**src/source/mips_pkg.sv**
```systemverilog
`default_nettype none

package mips_pkg;

	typedef logic [31:0] word_t; // Data and address word

	// Primary opcode, instr[31:26]
	typedef enum logic [5:0] {
		OP_SPECIAL = 6'b000000, // R-type, decoded further by funct
		OP_J       = 6'b000010,
		OP_JAL     = 6'b000011,
		OP_BEQ     = 6'b000100,
		OP_BNE     = 6'b000101,
		OP_ADDIU   = 6'b001001,
		OP_SLTI    = 6'b001010,
		OP_SLTIU   = 6'b001011,
		OP_ANDI    = 6'b001100,
		OP_ORI     = 6'b001101,
		OP_XORI    = 6'b001110,
		OP_LUI     = 6'b001111,
		OP_LW      = 6'b100011,
		OP_SW      = 6'b101011
	} opcode_t;

	// Function field for SPECIAL, instr[5:0]
	typedef enum logic [5:0] {
		F_SLL  = 6'b000000,
		F_SRL  = 6'b000010,
		F_SRA  = 6'b000011,
		F_JR   = 6'b001000,
		F_ADDU = 6'b100001,
		F_SUBU = 6'b100011,
		F_AND  = 6'b100100,
		F_OR   = 6'b100101,
		F_XOR  = 6'b100110,
		F_SLT  = 6'b101010,
		F_SLTU = 6'b101011
	} funct_t;

	typedef enum logic [3:0] {
		ALU_ADD, ALU_SUB, ALU_AND, ALU_OR, ALU_XOR, ALU_NOR,
		ALU_SLT, ALU_SLTU, ALU_SLL, ALU_SRL, ALU_SRA, ALU_LUI
	} alu_op_t;

	typedef enum logic [1:0] {
		PC_SEQ,    // PC+4
		PC_BRANCH, // PC+4 plus offset, if condition holds
		PC_JUMP,   // 26-bit target in current segment
		PC_REG     // Value of rs
	} pc_sel_t;

	typedef enum logic [1:0] {
		WB_ALU,  // ALU result
		WB_MEM,  // Load data
		WB_LINK  // Return address
	} wb_sel_t;

	localparam word_t reset_vector_default = 32'hBFC0_0000; // Boot ROM base

endpackage

`default_nettype wire

```
**src/source/mips_ctrl_if.sv**
```systemverilog
`timescale 1ns/1ns
`default_nettype none

interface mips_ctrl_if;

	mips_pkg::alu_op_t alu_op;
	logic alu_src_imm;        // Operand B from immediate
	logic imm_zero_ext;       // Logical immediates
	logic shift_by_shamt;     // Operand A from shamt field
	logic reg_write;
	logic [1:0] dest_sel;     // 0 rt, 1 rd, 2 r31
	mips_pkg::wb_sel_t wb_sel;
	mips_pkg::pc_sel_t pc_sel;
	logic branch_ne;          // BNE sense
	logic mem_write;
	logic mem_read;

	modport decoder (
		output alu_op, alu_src_imm, imm_zero_ext, shift_by_shamt, reg_write,
		output dest_sel, wb_sel, pc_sel, branch_ne, mem_write, mem_read
	);

	modport datapath (
		input alu_op, alu_src_imm, imm_zero_ext, shift_by_shamt, reg_write,
		input dest_sel, wb_sel, pc_sel, branch_ne, mem_write, mem_read
	);

endinterface

`default_nettype wire

```
**src/source/mips_alu.sv**
```systemverilog
`timescale 1ns/1ns
`default_nettype none

module mips_alu (
	input  mips_pkg::alu_op_t op,
	input  mips_pkg::word_t   a,
	input  mips_pkg::word_t   b,
	output mips_pkg::word_t   result,
	output logic              zero
);

	logic [4:0] shamt;
	logic       lt_signed;
	logic       lt_unsigned;

	assign shamt       = a[4:0];                 // Shift distance from operand A
	assign lt_signed   = $signed(a) < $signed(b);
	assign lt_unsigned = a < b;

	always_comb begin
		case (op)
			mips_pkg::ALU_ADD:  result = a + b;
			mips_pkg::ALU_SUB:  result = a - b;
			mips_pkg::ALU_AND:  result = a & b;
			mips_pkg::ALU_OR:   result = a | b;
			mips_pkg::ALU_XOR:  result = a ^ b;
			mips_pkg::ALU_NOR:  result = ~(a | b);
			mips_pkg::ALU_SLT:  result = {31'b0, lt_signed};
			mips_pkg::ALU_SLTU: result = {31'b0, lt_unsigned};
			mips_pkg::ALU_SLL:  result = b << shamt;
			mips_pkg::ALU_SRL:  result = b >> shamt;
			mips_pkg::ALU_SRA:  result = $unsigned($signed(b) >>> shamt); // Sign fill
			mips_pkg::ALU_LUI:  result = {b[15:0], 16'h0000};
			default:            result = '0;
		endcase
	end

	assign zero = (result == '0); // Equal operands after SUB

endmodule

`default_nettype wire

```
**src/source/mips_cpu_harvard.sv**
```systemverilog
`timescale 1ns/1ns
`default_nettype none

module mips_cpu_harvard #(
	parameter mips_pkg::word_t reset_vector = mips_pkg::reset_vector_default
) (
	input  logic            clk,
	input  logic            reset,
	output logic            active,
	output mips_pkg::word_t register_v0,
	input  logic            clk_enable,
	output mips_pkg::word_t instr_address,  // Current PC
	input  mips_pkg::word_t instr_readdata, // Same-cycle fetch
	output mips_pkg::word_t data_address,
	output logic            data_write,
	output logic            data_read,
	output mips_pkg::word_t data_writedata,
	input  mips_pkg::word_t data_readdata   // Same-cycle load data
);

	mips_ctrl_if ctrl_if ();

	mips_decoder decoder_i (
		.instr (instr_readdata),
		.ctrl  (ctrl_if)
	);

	mips_datapath #(
		.reset_vector (reset_vector)
	) datapath_i (
		.clk            (clk),
		.reset          (reset),
		.clk_enable     (clk_enable),
		.ctrl           (ctrl_if),
		.instr          (instr_readdata),
		.pc             (instr_address),
		.active         (active),
		.data_readdata  (data_readdata),
		.data_address   (data_address),
		.data_writedata (data_writedata),
		.data_write     (data_write),
		.data_read      (data_read),
		.register_v0    (register_v0)
	);

endmodule

`default_nettype wire

```
**src/source/mips_datapath.sv**
```systemverilog
`timescale 1ns/1ns
`default_nettype none

module mips_datapath #(
	parameter mips_pkg::word_t reset_vector = mips_pkg::reset_vector_default
) (
	input  logic            clk,
	input  logic            reset,
	input  logic            clk_enable,
	mips_ctrl_if.datapath   ctrl,
	input  mips_pkg::word_t instr,
	output mips_pkg::word_t pc,
	output logic            active,
	input  mips_pkg::word_t data_readdata,
	output mips_pkg::word_t data_address,
	output mips_pkg::word_t data_writedata,
	output logic            data_write,
	output logic            data_read,
	output mips_pkg::word_t register_v0
);

	mips_pkg::word_t pc_next;
	mips_pkg::word_t pc_plus4;
	mips_pkg::word_t pc_plus8;
	mips_pkg::word_t branch_target;
	mips_pkg::word_t jump_target;
	mips_pkg::word_t imm_ext;
	mips_pkg::word_t rs_data;
	mips_pkg::word_t rt_data;
	mips_pkg::word_t alu_a;
	mips_pkg::word_t alu_b;
	mips_pkg::word_t alu_result;
	mips_pkg::word_t wb_data;
	logic [4:0]      write_addr;
	logic            alu_zero;
	logic            branch_taken;
	logic            retire;

	assign retire = clk_enable && active; // Instruction completes this edge

	// Immediate extension
	assign imm_ext = ctrl.imm_zero_ext ? {16'h0000, instr[15:0]}
		: {{16{instr[15]}}, instr[15:0]};

	// Next PC candidates
	assign pc_plus4      = pc + 32'd4;
	assign pc_plus8      = pc + 32'd8;                             // Link value, MIPS convention
	assign branch_target = pc_plus4 + {imm_ext[29:0], 2'b00};
	assign jump_target   = {pc_plus4[31:28], instr[25:0], 2'b00}; // Same 256 MB segment
	assign branch_taken  = alu_zero ^ ctrl.branch_ne;             // BNE inverts sense

	always_comb begin
		case (ctrl.pc_sel)
			mips_pkg::PC_BRANCH: pc_next = branch_taken ? branch_target : pc_plus4;
			mips_pkg::PC_JUMP:   pc_next = jump_target;
			mips_pkg::PC_REG:    pc_next = rs_data;
			default:             pc_next = pc_plus4;
		endcase
	end

	always_ff @(posedge clk or posedge reset) begin
		if (reset) begin
			pc     <= reset_vector;
			active <= 1'b1;
		end else if (retire) begin
			pc     <= pc_next;
			active <= (pc_next != '0); // Jump to 0 halts
		end
	end

	// Operand selection
	assign alu_a = ctrl.shift_by_shamt ? {27'b0, instr[10:6]} : rs_data;
	assign alu_b = ctrl.alu_src_imm ? imm_ext : rt_data;

	always_comb begin
		case (ctrl.dest_sel)
			2'd1:    write_addr = instr[15:11]; // rd
			2'd2:    write_addr = 5'd31;        // Link register
			default: write_addr = instr[20:16]; // rt
		endcase
	end

	always_comb begin
		case (ctrl.wb_sel)
			mips_pkg::WB_MEM:  wb_data = data_readdata;
			mips_pkg::WB_LINK: wb_data = pc_plus8;
			default:           wb_data = alu_result;
		endcase
	end

	mips_register_file register_file_i (
		.clk          (clk),
		.reset        (reset),
		.write_enable (ctrl.reg_write && retire),
		.read_addr_a  (instr[25:21]),
		.read_addr_b  (instr[20:16]),
		.write_addr   (write_addr),
		.write_data   (wb_data),
		.read_data_a  (rs_data),
		.read_data_b  (rt_data),
		.reg_v0       (register_v0)
	);

	mips_alu alu_i (
		.op     (ctrl.alu_op),
		.a      (alu_a),
		.b      (alu_b),
		.result (alu_result),
		.zero   (alu_zero)
	);

	// Data memory side
	assign data_address   = alu_result;
	assign data_writedata = rt_data;
	assign data_write     = ctrl.mem_write && retire; // Quiet while stalled or halted
	assign data_read      = ctrl.mem_read && retire;

endmodule

`default_nettype wire

```
**src/source/mips_decoder.sv**
```systemverilog
`timescale 1ns/1ns
`default_nettype none

module mips_decoder (
	input  mips_pkg::word_t instr,
	mips_ctrl_if.decoder    ctrl
);

	mips_pkg::opcode_t opcode;
	mips_pkg::funct_t  funct;

	assign opcode = mips_pkg::opcode_t'(instr[31:26]); // Unlisted codes fall to default
	assign funct  = mips_pkg::funct_t'(instr[5:0]);

	always_comb begin
		ctrl.alu_op         = mips_pkg::ALU_ADD; // Defaults give a no-op
		ctrl.alu_src_imm    = 1'b0;
		ctrl.imm_zero_ext   = 1'b0;
		ctrl.shift_by_shamt = 1'b0;
		ctrl.reg_write      = 1'b0;
		ctrl.dest_sel       = 2'd0;             // rt
		ctrl.wb_sel         = mips_pkg::WB_ALU;
		ctrl.pc_sel         = mips_pkg::PC_SEQ;
		ctrl.branch_ne      = 1'b0;
		ctrl.mem_write      = 1'b0;
		ctrl.mem_read       = 1'b0;
		case (opcode)
			mips_pkg::OP_SPECIAL: begin
				ctrl.dest_sel  = 2'd1; // rd
				ctrl.reg_write = 1'b1;
				case (funct)
					mips_pkg::F_SLL: begin
						ctrl.alu_op         = mips_pkg::ALU_SLL;
						ctrl.shift_by_shamt = 1'b1;
					end
					mips_pkg::F_SRL: begin
						ctrl.alu_op         = mips_pkg::ALU_SRL;
						ctrl.shift_by_shamt = 1'b1;
					end
					mips_pkg::F_SRA: begin
						ctrl.alu_op         = mips_pkg::ALU_SRA;
						ctrl.shift_by_shamt = 1'b1;
					end
					mips_pkg::F_JR: begin
						ctrl.reg_write = 1'b0;
						ctrl.pc_sel    = mips_pkg::PC_REG; // Target from rs
					end
					mips_pkg::F_ADDU: ctrl.alu_op = mips_pkg::ALU_ADD;
					mips_pkg::F_SUBU: ctrl.alu_op = mips_pkg::ALU_SUB;
					mips_pkg::F_AND:  ctrl.alu_op = mips_pkg::ALU_AND;
					mips_pkg::F_OR:   ctrl.alu_op = mips_pkg::ALU_OR;
					mips_pkg::F_XOR:  ctrl.alu_op = mips_pkg::ALU_XOR;
					mips_pkg::F_SLT:  ctrl.alu_op = mips_pkg::ALU_SLT;
					mips_pkg::F_SLTU: ctrl.alu_op = mips_pkg::ALU_SLTU;
					default:          ctrl.reg_write = 1'b0; // Unsupported funct
				endcase
			end
			mips_pkg::OP_J: ctrl.pc_sel = mips_pkg::PC_JUMP;
			mips_pkg::OP_JAL: begin
				ctrl.pc_sel    = mips_pkg::PC_JUMP;
				ctrl.reg_write = 1'b1;
				ctrl.dest_sel  = 2'd2;              // r31
				ctrl.wb_sel    = mips_pkg::WB_LINK;
			end
			mips_pkg::OP_BEQ, mips_pkg::OP_BNE: begin
				ctrl.alu_op    = mips_pkg::ALU_SUB; // Compare via zero flag
				ctrl.pc_sel    = mips_pkg::PC_BRANCH;
				ctrl.branch_ne = (opcode == mips_pkg::OP_BNE);
			end
			mips_pkg::OP_ADDIU, mips_pkg::OP_SLTI, mips_pkg::OP_SLTIU,
			mips_pkg::OP_ANDI, mips_pkg::OP_ORI, mips_pkg::OP_XORI, mips_pkg::OP_LUI: begin
				ctrl.alu_src_imm  = 1'b1;
				ctrl.reg_write    = 1'b1;
				ctrl.imm_zero_ext = (opcode == mips_pkg::OP_ANDI) || (opcode == mips_pkg::OP_ORI)
					|| (opcode == mips_pkg::OP_XORI); // Logical ops zero extend
				case (opcode)
					mips_pkg::OP_SLTI:  ctrl.alu_op = mips_pkg::ALU_SLT;
					mips_pkg::OP_SLTIU: ctrl.alu_op = mips_pkg::ALU_SLTU; // Still sign extended
					mips_pkg::OP_ANDI:  ctrl.alu_op = mips_pkg::ALU_AND;
					mips_pkg::OP_ORI:   ctrl.alu_op = mips_pkg::ALU_OR;
					mips_pkg::OP_XORI:  ctrl.alu_op = mips_pkg::ALU_XOR;
					mips_pkg::OP_LUI:   ctrl.alu_op = mips_pkg::ALU_LUI;
					default:            ctrl.alu_op = mips_pkg::ALU_ADD; // ADDIU
				endcase
			end
			mips_pkg::OP_LW: begin
				ctrl.alu_src_imm = 1'b1; // Base plus offset
				ctrl.reg_write   = 1'b1;
				ctrl.wb_sel      = mips_pkg::WB_MEM;
				ctrl.mem_read    = 1'b1;
			end
			mips_pkg::OP_SW: begin
				ctrl.alu_src_imm = 1'b1;
				ctrl.mem_write   = 1'b1;
			end
			default: ; // Unknown opcode stays a no-op
		endcase
	end

endmodule

`default_nettype wire

```
**src/source/mips_register_file.sv**
```systemverilog
`timescale 1ns/1ns
`default_nettype none

module mips_register_file (
	input  logic            clk,
	input  logic            reset,
	input  logic            write_enable,
	input  logic [4:0]      read_addr_a,
	input  logic [4:0]      read_addr_b,
	input  logic [4:0]      write_addr,
	input  mips_pkg::word_t write_data,
	output mips_pkg::word_t read_data_a,
	output mips_pkg::word_t read_data_b,
	output mips_pkg::word_t reg_v0
);

	mips_pkg::word_t regs [32];

	always_ff @(posedge clk or posedge reset) begin
		if (reset) begin
			for (int i = 0; i < 32; i++) begin
				regs[i] <= '0;
			end
		end else if (write_enable && write_addr != 5'd0) begin // r0 never written
			regs[write_addr] <= write_data;
		end
	end

	assign read_data_a = (read_addr_a == 5'd0) ? '0 : regs[read_addr_a];
	assign read_data_b = (read_addr_b == 5'd0) ? '0 : regs[read_addr_b];
	assign reg_v0      = regs[2]; // Result register for debug port

endmodule

`default_nettype wire

```
**config.mk**
```make
export PLATFORM = sky130hd
export DESIGN_NAME = mips_cpu_harvard
export DESIGN_NICKNAME = d
export VERILOG_FILES = /design/src/source/mips_pkg.sv /design/src/source/mips_ctrl_if.sv /design/src/source/mips_alu.sv /design/src/source/mips_cpu_harvard.sv /design/src/source/mips_datapath.sv /design/src/source/mips_decoder.sv /design/src/source/mips_register_file.sv
export SDC_FILE = /design/constraint.sdc
export NUM_CORES = 2
export LEC_CHECK = 0
export BUFFER_PORTS_ARGS = -buffer_cell sky130_fd_sc_hd__buf_2
export CAP_MARGIN = 10
export CORE_ASPECT_RATIO = 1.2
export CORE_MARGIN = 3
export CORE_UTILIZATION = 36
export CTS_BUF_LIST = sky130_fd_sc_hd__clkbuf_8
export DETAILED_ROUTE_END_ITERATION = 12
export HOLD_SLACK_MARGIN = 0.1
export SYNTH_ARGS = -nofsm -noshare
export SYNTH_HDL_FRONTEND = slang
export SYNTH_SLANG_ARGS = --single-unit
```
**constraint.sdc**
```tcl
create_clock -name clk -period 35.4 [get_ports clk]
set_input_delay 7.08 -clock clk [delete_from_list [all_inputs] [get_ports clk]]
set_output_delay 7.08 -clock clk [all_outputs]
set_load 0.03 [all_outputs]
```
* Yosys cells after proc, flatten, opt, wreduce, memory -nomap -nowiden
Index checks and enable logic that the tools add are counted.
Word-level totals: output and inout bits 131, word-level logic and storage cells 155, memories kept 0, bits in writable memories 0, register bits 1057, bits in read-only memories 0, latch bits 0, input port bits 67
Operators by class: add/subtract/negate cells 5, eq/ne operators 41, shifts and indexed selects 3, $mul 0, mux-type cells 35, div/mod/pow operators 0, magnitude comparators 6, reductions and logical operators 23, bitwise gates (word level) 8
Operators with widths (count):
- $bwmux 1024 | 1
- $pmux 32 s12 | 1
- $mux 32 | 11
- $bmux 32 s5 | 2
- $demux 32 s5 | 1
- $pmux 32 s3 | 1
- $add 32x32->32 | 2
- $lt 32x32->1 | 2
- $pmux 32 s2 | 1
- $eq 6x6->1 const B | 9
- $eq 6x4->1 const B | 8
- $pmux 4 s9 | 1
- $add 32x3->32 const B | 1
- $add 32x4->32 const B | 1
- $and 32x32->32 | 1
- $logic_not 32->1 | 1
- $not 32->32 | 1
- $or 32x32->32 | 1
- $reduce_bool 32->1 | 1
- $shl 32x5->32 | 1
- $shr 32x5->32 | 1
- $sshr 32x5->32 | 1
- $sub 32x32->32 | 1
- $xor 32x32->32 | 1
- other kinds (31) | 69

* Logic depth before layout (Yosys ltp)
depth after elaboration 14, depth in mapped cells 41, mapped depth without buffers 28

* By module
A second synthesis with hierarchy kept.
Unflattened totals: cell total of the unflattened synthesis 6100, area, all modules 72410.7 µm²
By module, submodules not included:
- mips_register_file | sequential area each 25624.6 µm², area an instance 55105.4 µm², cells each 3645, times used 1
- mips_alu | sequential area each 0.0 µm², area an instance 10012.1 µm², cells each 1439, times used 1
- mips_datapath | sequential area each 838.3 µm², area an instance 6810.3 µm², cells each 945, times used 1
- mips_decoder | sequential area each 0.0 µm², area an instance 483.0 µm², cells each 71, times used 1

* Worst setup path before layout
OpenSTA, ideal clock, no wires.
path kind input to output, from input port instr_readdata[21], to output port data_address[31], required time 28.320 ns, stages on the path 34, data arrival time 14.852 ns, path buffers 14, setup slack 13.468 ns, cells stage by stage buf_4 -> buf_6 -> buf_6 -> buf_6 -> buf_6 -> buf_2 -> buf_2 -> buf_2 -> buf_2 -> clkbuf_1 -> clkbuf_1 -> buf_2 -> mux4_2 -> mux4_2 -> nand2_1 -> a21o_1 -> nand2b_1 -> ha_1 -> clkbuf_1 -> inv_1 -> a21oi_1 -> o21bai_1 -> a221o_1 -> a21oi_1 -> a21bo_2 -> a311oi_1 -> o211ai_1 -> a221oi_1 -> nand3b_1 -> nand3_1 -> xor2_1 -> a21oi_1 -> inv_1 -> clkbuf_1
Between the ends: longest elaborated chain between the ends 9, elaborated cells on any way between the ends 17, those cells by class add/sub: 2; shift: 3; mux: 6; bitwise: 5; reduce/logical: 1
Ends and longest elaborated chain:
- start: declaration | RTL line mips_cpu_harvard.sv:13 | input mips_pkg::word_t instr_readdata,
- $not 5->6 (implied by the code) | RTL line mips_register_file.sv:29 | assign read_data_a = (read_addr_a == 5'd0) ? '0 : regs[read_addr_a];
- $bmux 32 s5 | RTL line mips_register_file.sv:29
- $mux 32 (implied by the code) (2 in a row) | RTL line mips_register_file.sv:29
- $mux 32 * | RTL line mips_register_file.sv:29
- $mux 32 * | RTL line mips_datapath.sv:72 | assign alu_a = ctrl.shift_by_shamt ? {27'b0, instr[10:6]} : rs_data;
- branches (longest 2 deep; another with $sub 32x32->32)
- $pmux 32 s12 * | RTL line mips_alu.sv:21 | case (op)
- end: declaration | RTL line mips_cpu_harvard.sv:14 | output mips_pkg::word_t data_address,
Mark *: on every way between the ends. The select of a mux whose other input is x is not followed.

* Worst setup path after layout
from input port instr_readdata[17], to output port data_address[29]
Between the ends: longest elaborated chain between the ends 9, elaborated cells on any way between the ends 17, those cells by class add/sub: 2; shift: 3; mux: 6; bitwise: 5; reduce/logical: 1
Ends and longest elaborated chain:
- $not 5->6 (implied by the code) | RTL line mips_register_file.sv:30 | assign read_data_b = (read_addr_b == 5'd0) ? '0 : regs[read_addr_b];
- $bmux 32 s5 | RTL line mips_register_file.sv:30
- $mux 32 (implied by the code) (2 in a row) | RTL line mips_register_file.sv:30
- $mux 32 * | RTL line mips_register_file.sv:30
- $mux 32 * | RTL line mips_datapath.sv:73 | assign alu_b = ctrl.alu_src_imm ? imm_ext : rt_data;
- branches (longest 2 deep; another with $sub 32x32->32)
- $pmux 32 s12 * | RTL line mips_alu.sv:21
Marks and branches as above.

==> flow_summary.ini <==
[finish]
mostFrequentLayoutCells = nand2_1 (1152), dfrtp_1 (1047), o21ai_0 (1042)
finish.instance_area_um2 = 75400
layout-drive-gt1-share_pct = 19.6
syn_to_final_growth_pct = 9.41
final_common_cell = nand2_1
final_cells = 9562
fin_nets = 7140

[power_and_ir_drop]
combPwrFrac_pct = 20.5
intPower_w = 0.00194
p_leak_nw = 33.0
vdd_ir_drop_max_mv = 0.0401
seqPwrFrac_pct = 41.4
p_sw_share_pct = 33.6
clock_power_share_pct = 38.1
switching_power_w = 0.000981
p_per_area_nw_per_um2 = 38.7

[sta]
fin_tns_setup_ps = 0
tightest_slew_ps = 1360
fin_skew_ps = 60.0
slew_headroom_pct = 8.59
finalHoldViolations = 0
rsz0062_at_grt = false
slew_violations = 0
setup_viol = 0
fmax_mhz = 41.7
finalCritPeriodShare_pct = 67.7
period_needed_ps = 23950

[clock_network]
cts_buffers = 172
htree_levels = 4
cts_sinks = 1057
clk_path_buf_depth = 3
cts_root_buf = clkbuf_8
clock_latency_ps = 930
tritoncts = built
clk_pin_slew_worst_paths_ps = 70
post_cts_buffers = 0
ctsHoldBuffers = 0
cts_resized = 0

[critical_path]
r2r-start = datapath_i.register_file_i.reg_v0[1]$_DFFE_PP0P_
r2r_end = datapath_i.active$_DFFE_PP1P_
crit_required_ps = 28320
critPathLaunchType = input port
critPathKind = in -> out
end_kind = primary output
reg2reg_slack_ps = 24060
r2r_cells = 30
cp_max_fo = 114
arrival_ps = 16870

[min_path]
holdPathEnd = datapath_i.register_file_i.regs[992]$_DFFE_PP0P_
worstHoldStart = datapath_i.register_file_i.regs[992]$_DFFE_PP0P_
hold_depth = 0
worstHoldPathType = reg -> reg

[global_routing]
antenna_found_initial = 13
grt_overflow = 0
grt_pass1_wl_um = 445000
grt_max_degree = 120
grt_pass1_vias = 59328
track_usage_pct = 31.3

[floorplan]
die-area_um2 = 197000
fp-row-count = 175
initial_core_util_pct = 36.3
die_h_um = 485
ioPinCount = 198
die_w_um = 405
core_area_um2 = 190000

[logic_synthesis]
syn_nets = 7298
synth_area_um2 = 68900
synth.distinct_cells = 105
synth_flop_cell = dfrtp_1
synth_top_area_share_pct = 38.0
synth_edf_count = 0
synthTopCellsByArea = dfrtp_1 (38%), mux4_2 (13%), o21ai_0 (7.8%), mux2i_1 (6.7%), nand2_1 (6.5%)
ys_ff_latch = 1057
synth_top_area_cell = dfrtp_1
synth-seq-area-share_pct = 38.4
async_flop_share_pct = 100
syn_avg_cell_area_um2 = 9.71
yosysWarnings = 0
syn_inst = 7097

[drt]
viasPerCell = 6.33
ant_nets = 0
post-route-drc-count = 0
firstDrtPassIters = 8
vias = 60522
first_iter_violations = 6878
wl_per_cell_um = 32.7
drt_wl_total_um = 313000

[status]
outcome = finished clean

[placed_design]
dp.cells = 9241
dpl_cell_area_um2 = 71800
portBuffers = 197
hpwl_um = 212000
place_congestion = 1.05

[job]
max-cap-violations = 0
-- registers in the layout (all words and copies together), names as in the netlist --
| register | cells |
|---|---|
| datapath_i.active | 1 |
| datapath_i.pc | 32 |
| datapath_i.register_file_i.reg_v0 | 32 |
| datapath_i.register_file_i.regs | 992 |
-- through the flow --
step	setup slack [ps]	hold slack [ps]	total power, W	utilization, %
2_1_floorplan	13470	425	0.00157	-
3_3_place_gp	12070	363	0.00181	37.8
3_5_place_dp	11930	370	0.00181	37.8
4_1_cts	11900	387	0.00292	39.7
5_1_grt	11280	406	0.00301	39.7
6_report	11450	391	0.00292	39.7
-- kinds of logic (layout without fill, tap and decap cells) --
family	count (synthesis)	after routing	synth area share, %
AOI/OAI and AO/OA	2104	2104	18.6
xor gates and xnor gates	100	100	1.27
adders and majority gates	134	134	2.46
buffers and inverters	870	845	5.65
DFF	1057	1057	38.4
muxes	995	995	22.1
other	0	12	0
and+or+nand+nor	1837	1837	11.5
-- worst max-delay path by stage --
| stage | to | start | slack, ps |
|---|---|---|---|
| 2_1_floorplan | data_address[31] | instr_readdata[21] | 13470 |
| 3_3_place_gp | data_address[29] | instr_readdata[22] | 12070 |
| 3_5_place_dp | data_address[29] | instr_readdata[17] | 11930 |
| 4_1_cts | data_address[29] | instr_readdata[17] | 11900 |
| 5_1_grt | data_address[29] | instr_readdata[17] | 11280 |
| 6_report | data_address[29] | instr_readdata[17] | 11450 |
-- cell usage after synthesis, types with 49 or more instances --
cell      instances
a22oi_1         189
inv_1           127
buf_4            70
mux2i_1         461
ha_1            131
xnor2_1          58
o211ai_1         49
mux2_2          115
dfrtp_1        1047
a21oi_1         267
buf_2            83
clkbuf_1        500
a211oi_1         61
o22ai_1          49
mux4_2          407
o31ai_1          54
nand3_1          80
nand2_1        1185
nor2_1          223
o21ai_0        1070
nor3_1           62
-- power by group through the flow --
stage          Clock [W]  Sequential, W  Combinational [W]
4_1_cts          0.00113        0.00121           0.000582
3_3_place_gp           0        0.00123           0.000583
5_1_grt          0.00118        0.00121           0.000618
3_5_place_dp           0        0.00123           0.000581
2_1_floorplan          0        0.00123           0.000337
6_report         0.00111        0.00121           0.000600
-- layer usage --
| layer | routed length [um] | vias up | track usage, % |
|---|---|---|---|
| li1 | - | 25775 | - |
| met1 | 119000 | 30587 | 38.7 |
| met2 | 141000 | 3252 | 48.8 |
| met3 | 26600 | 904 | 7.04 |
| met4 | 25800 | 4 | 21.5 |
| met5 | 26 | - | 0 |
-- worst max-delay path, cell delays in order --
cell,delay (ps)
buf_8,490
buf_12,600
buf_4,890
buf_4,990
mux4_2,390
a22o_1,160
a221oi_1,60
a2111oi_2,980
mux2i_2,140
buf_4,260
ha_1,490
nor2_1,90
a221o_1,370
a21oi_1,150
a21bo_2,260
a311oi_1,520
o211ai_1,290
a221oi_1,410
a21oi_1,180
xnor2_1,150
a2111oi_0,1090
buf_4,250
inv_1,80
buf_2,190
-- final cells by class --
| cell class | count | area (um^2) |
|---|---|---|
| timing repair buffer | 403 | 2620 |
| antenna | 12 | 30.0 |
| clock inverter | 82 | 467 |
| tap | 2478 | 3100 |
| fill | 18639 | 114000 |
| multi-input combinational | 5170 | 39100 |
| inverter | 135 | 513 |
| clock buffer | 225 | 3100 |
| sequential | 1057 | 26500 |
(Power assumes the default switching activity.)
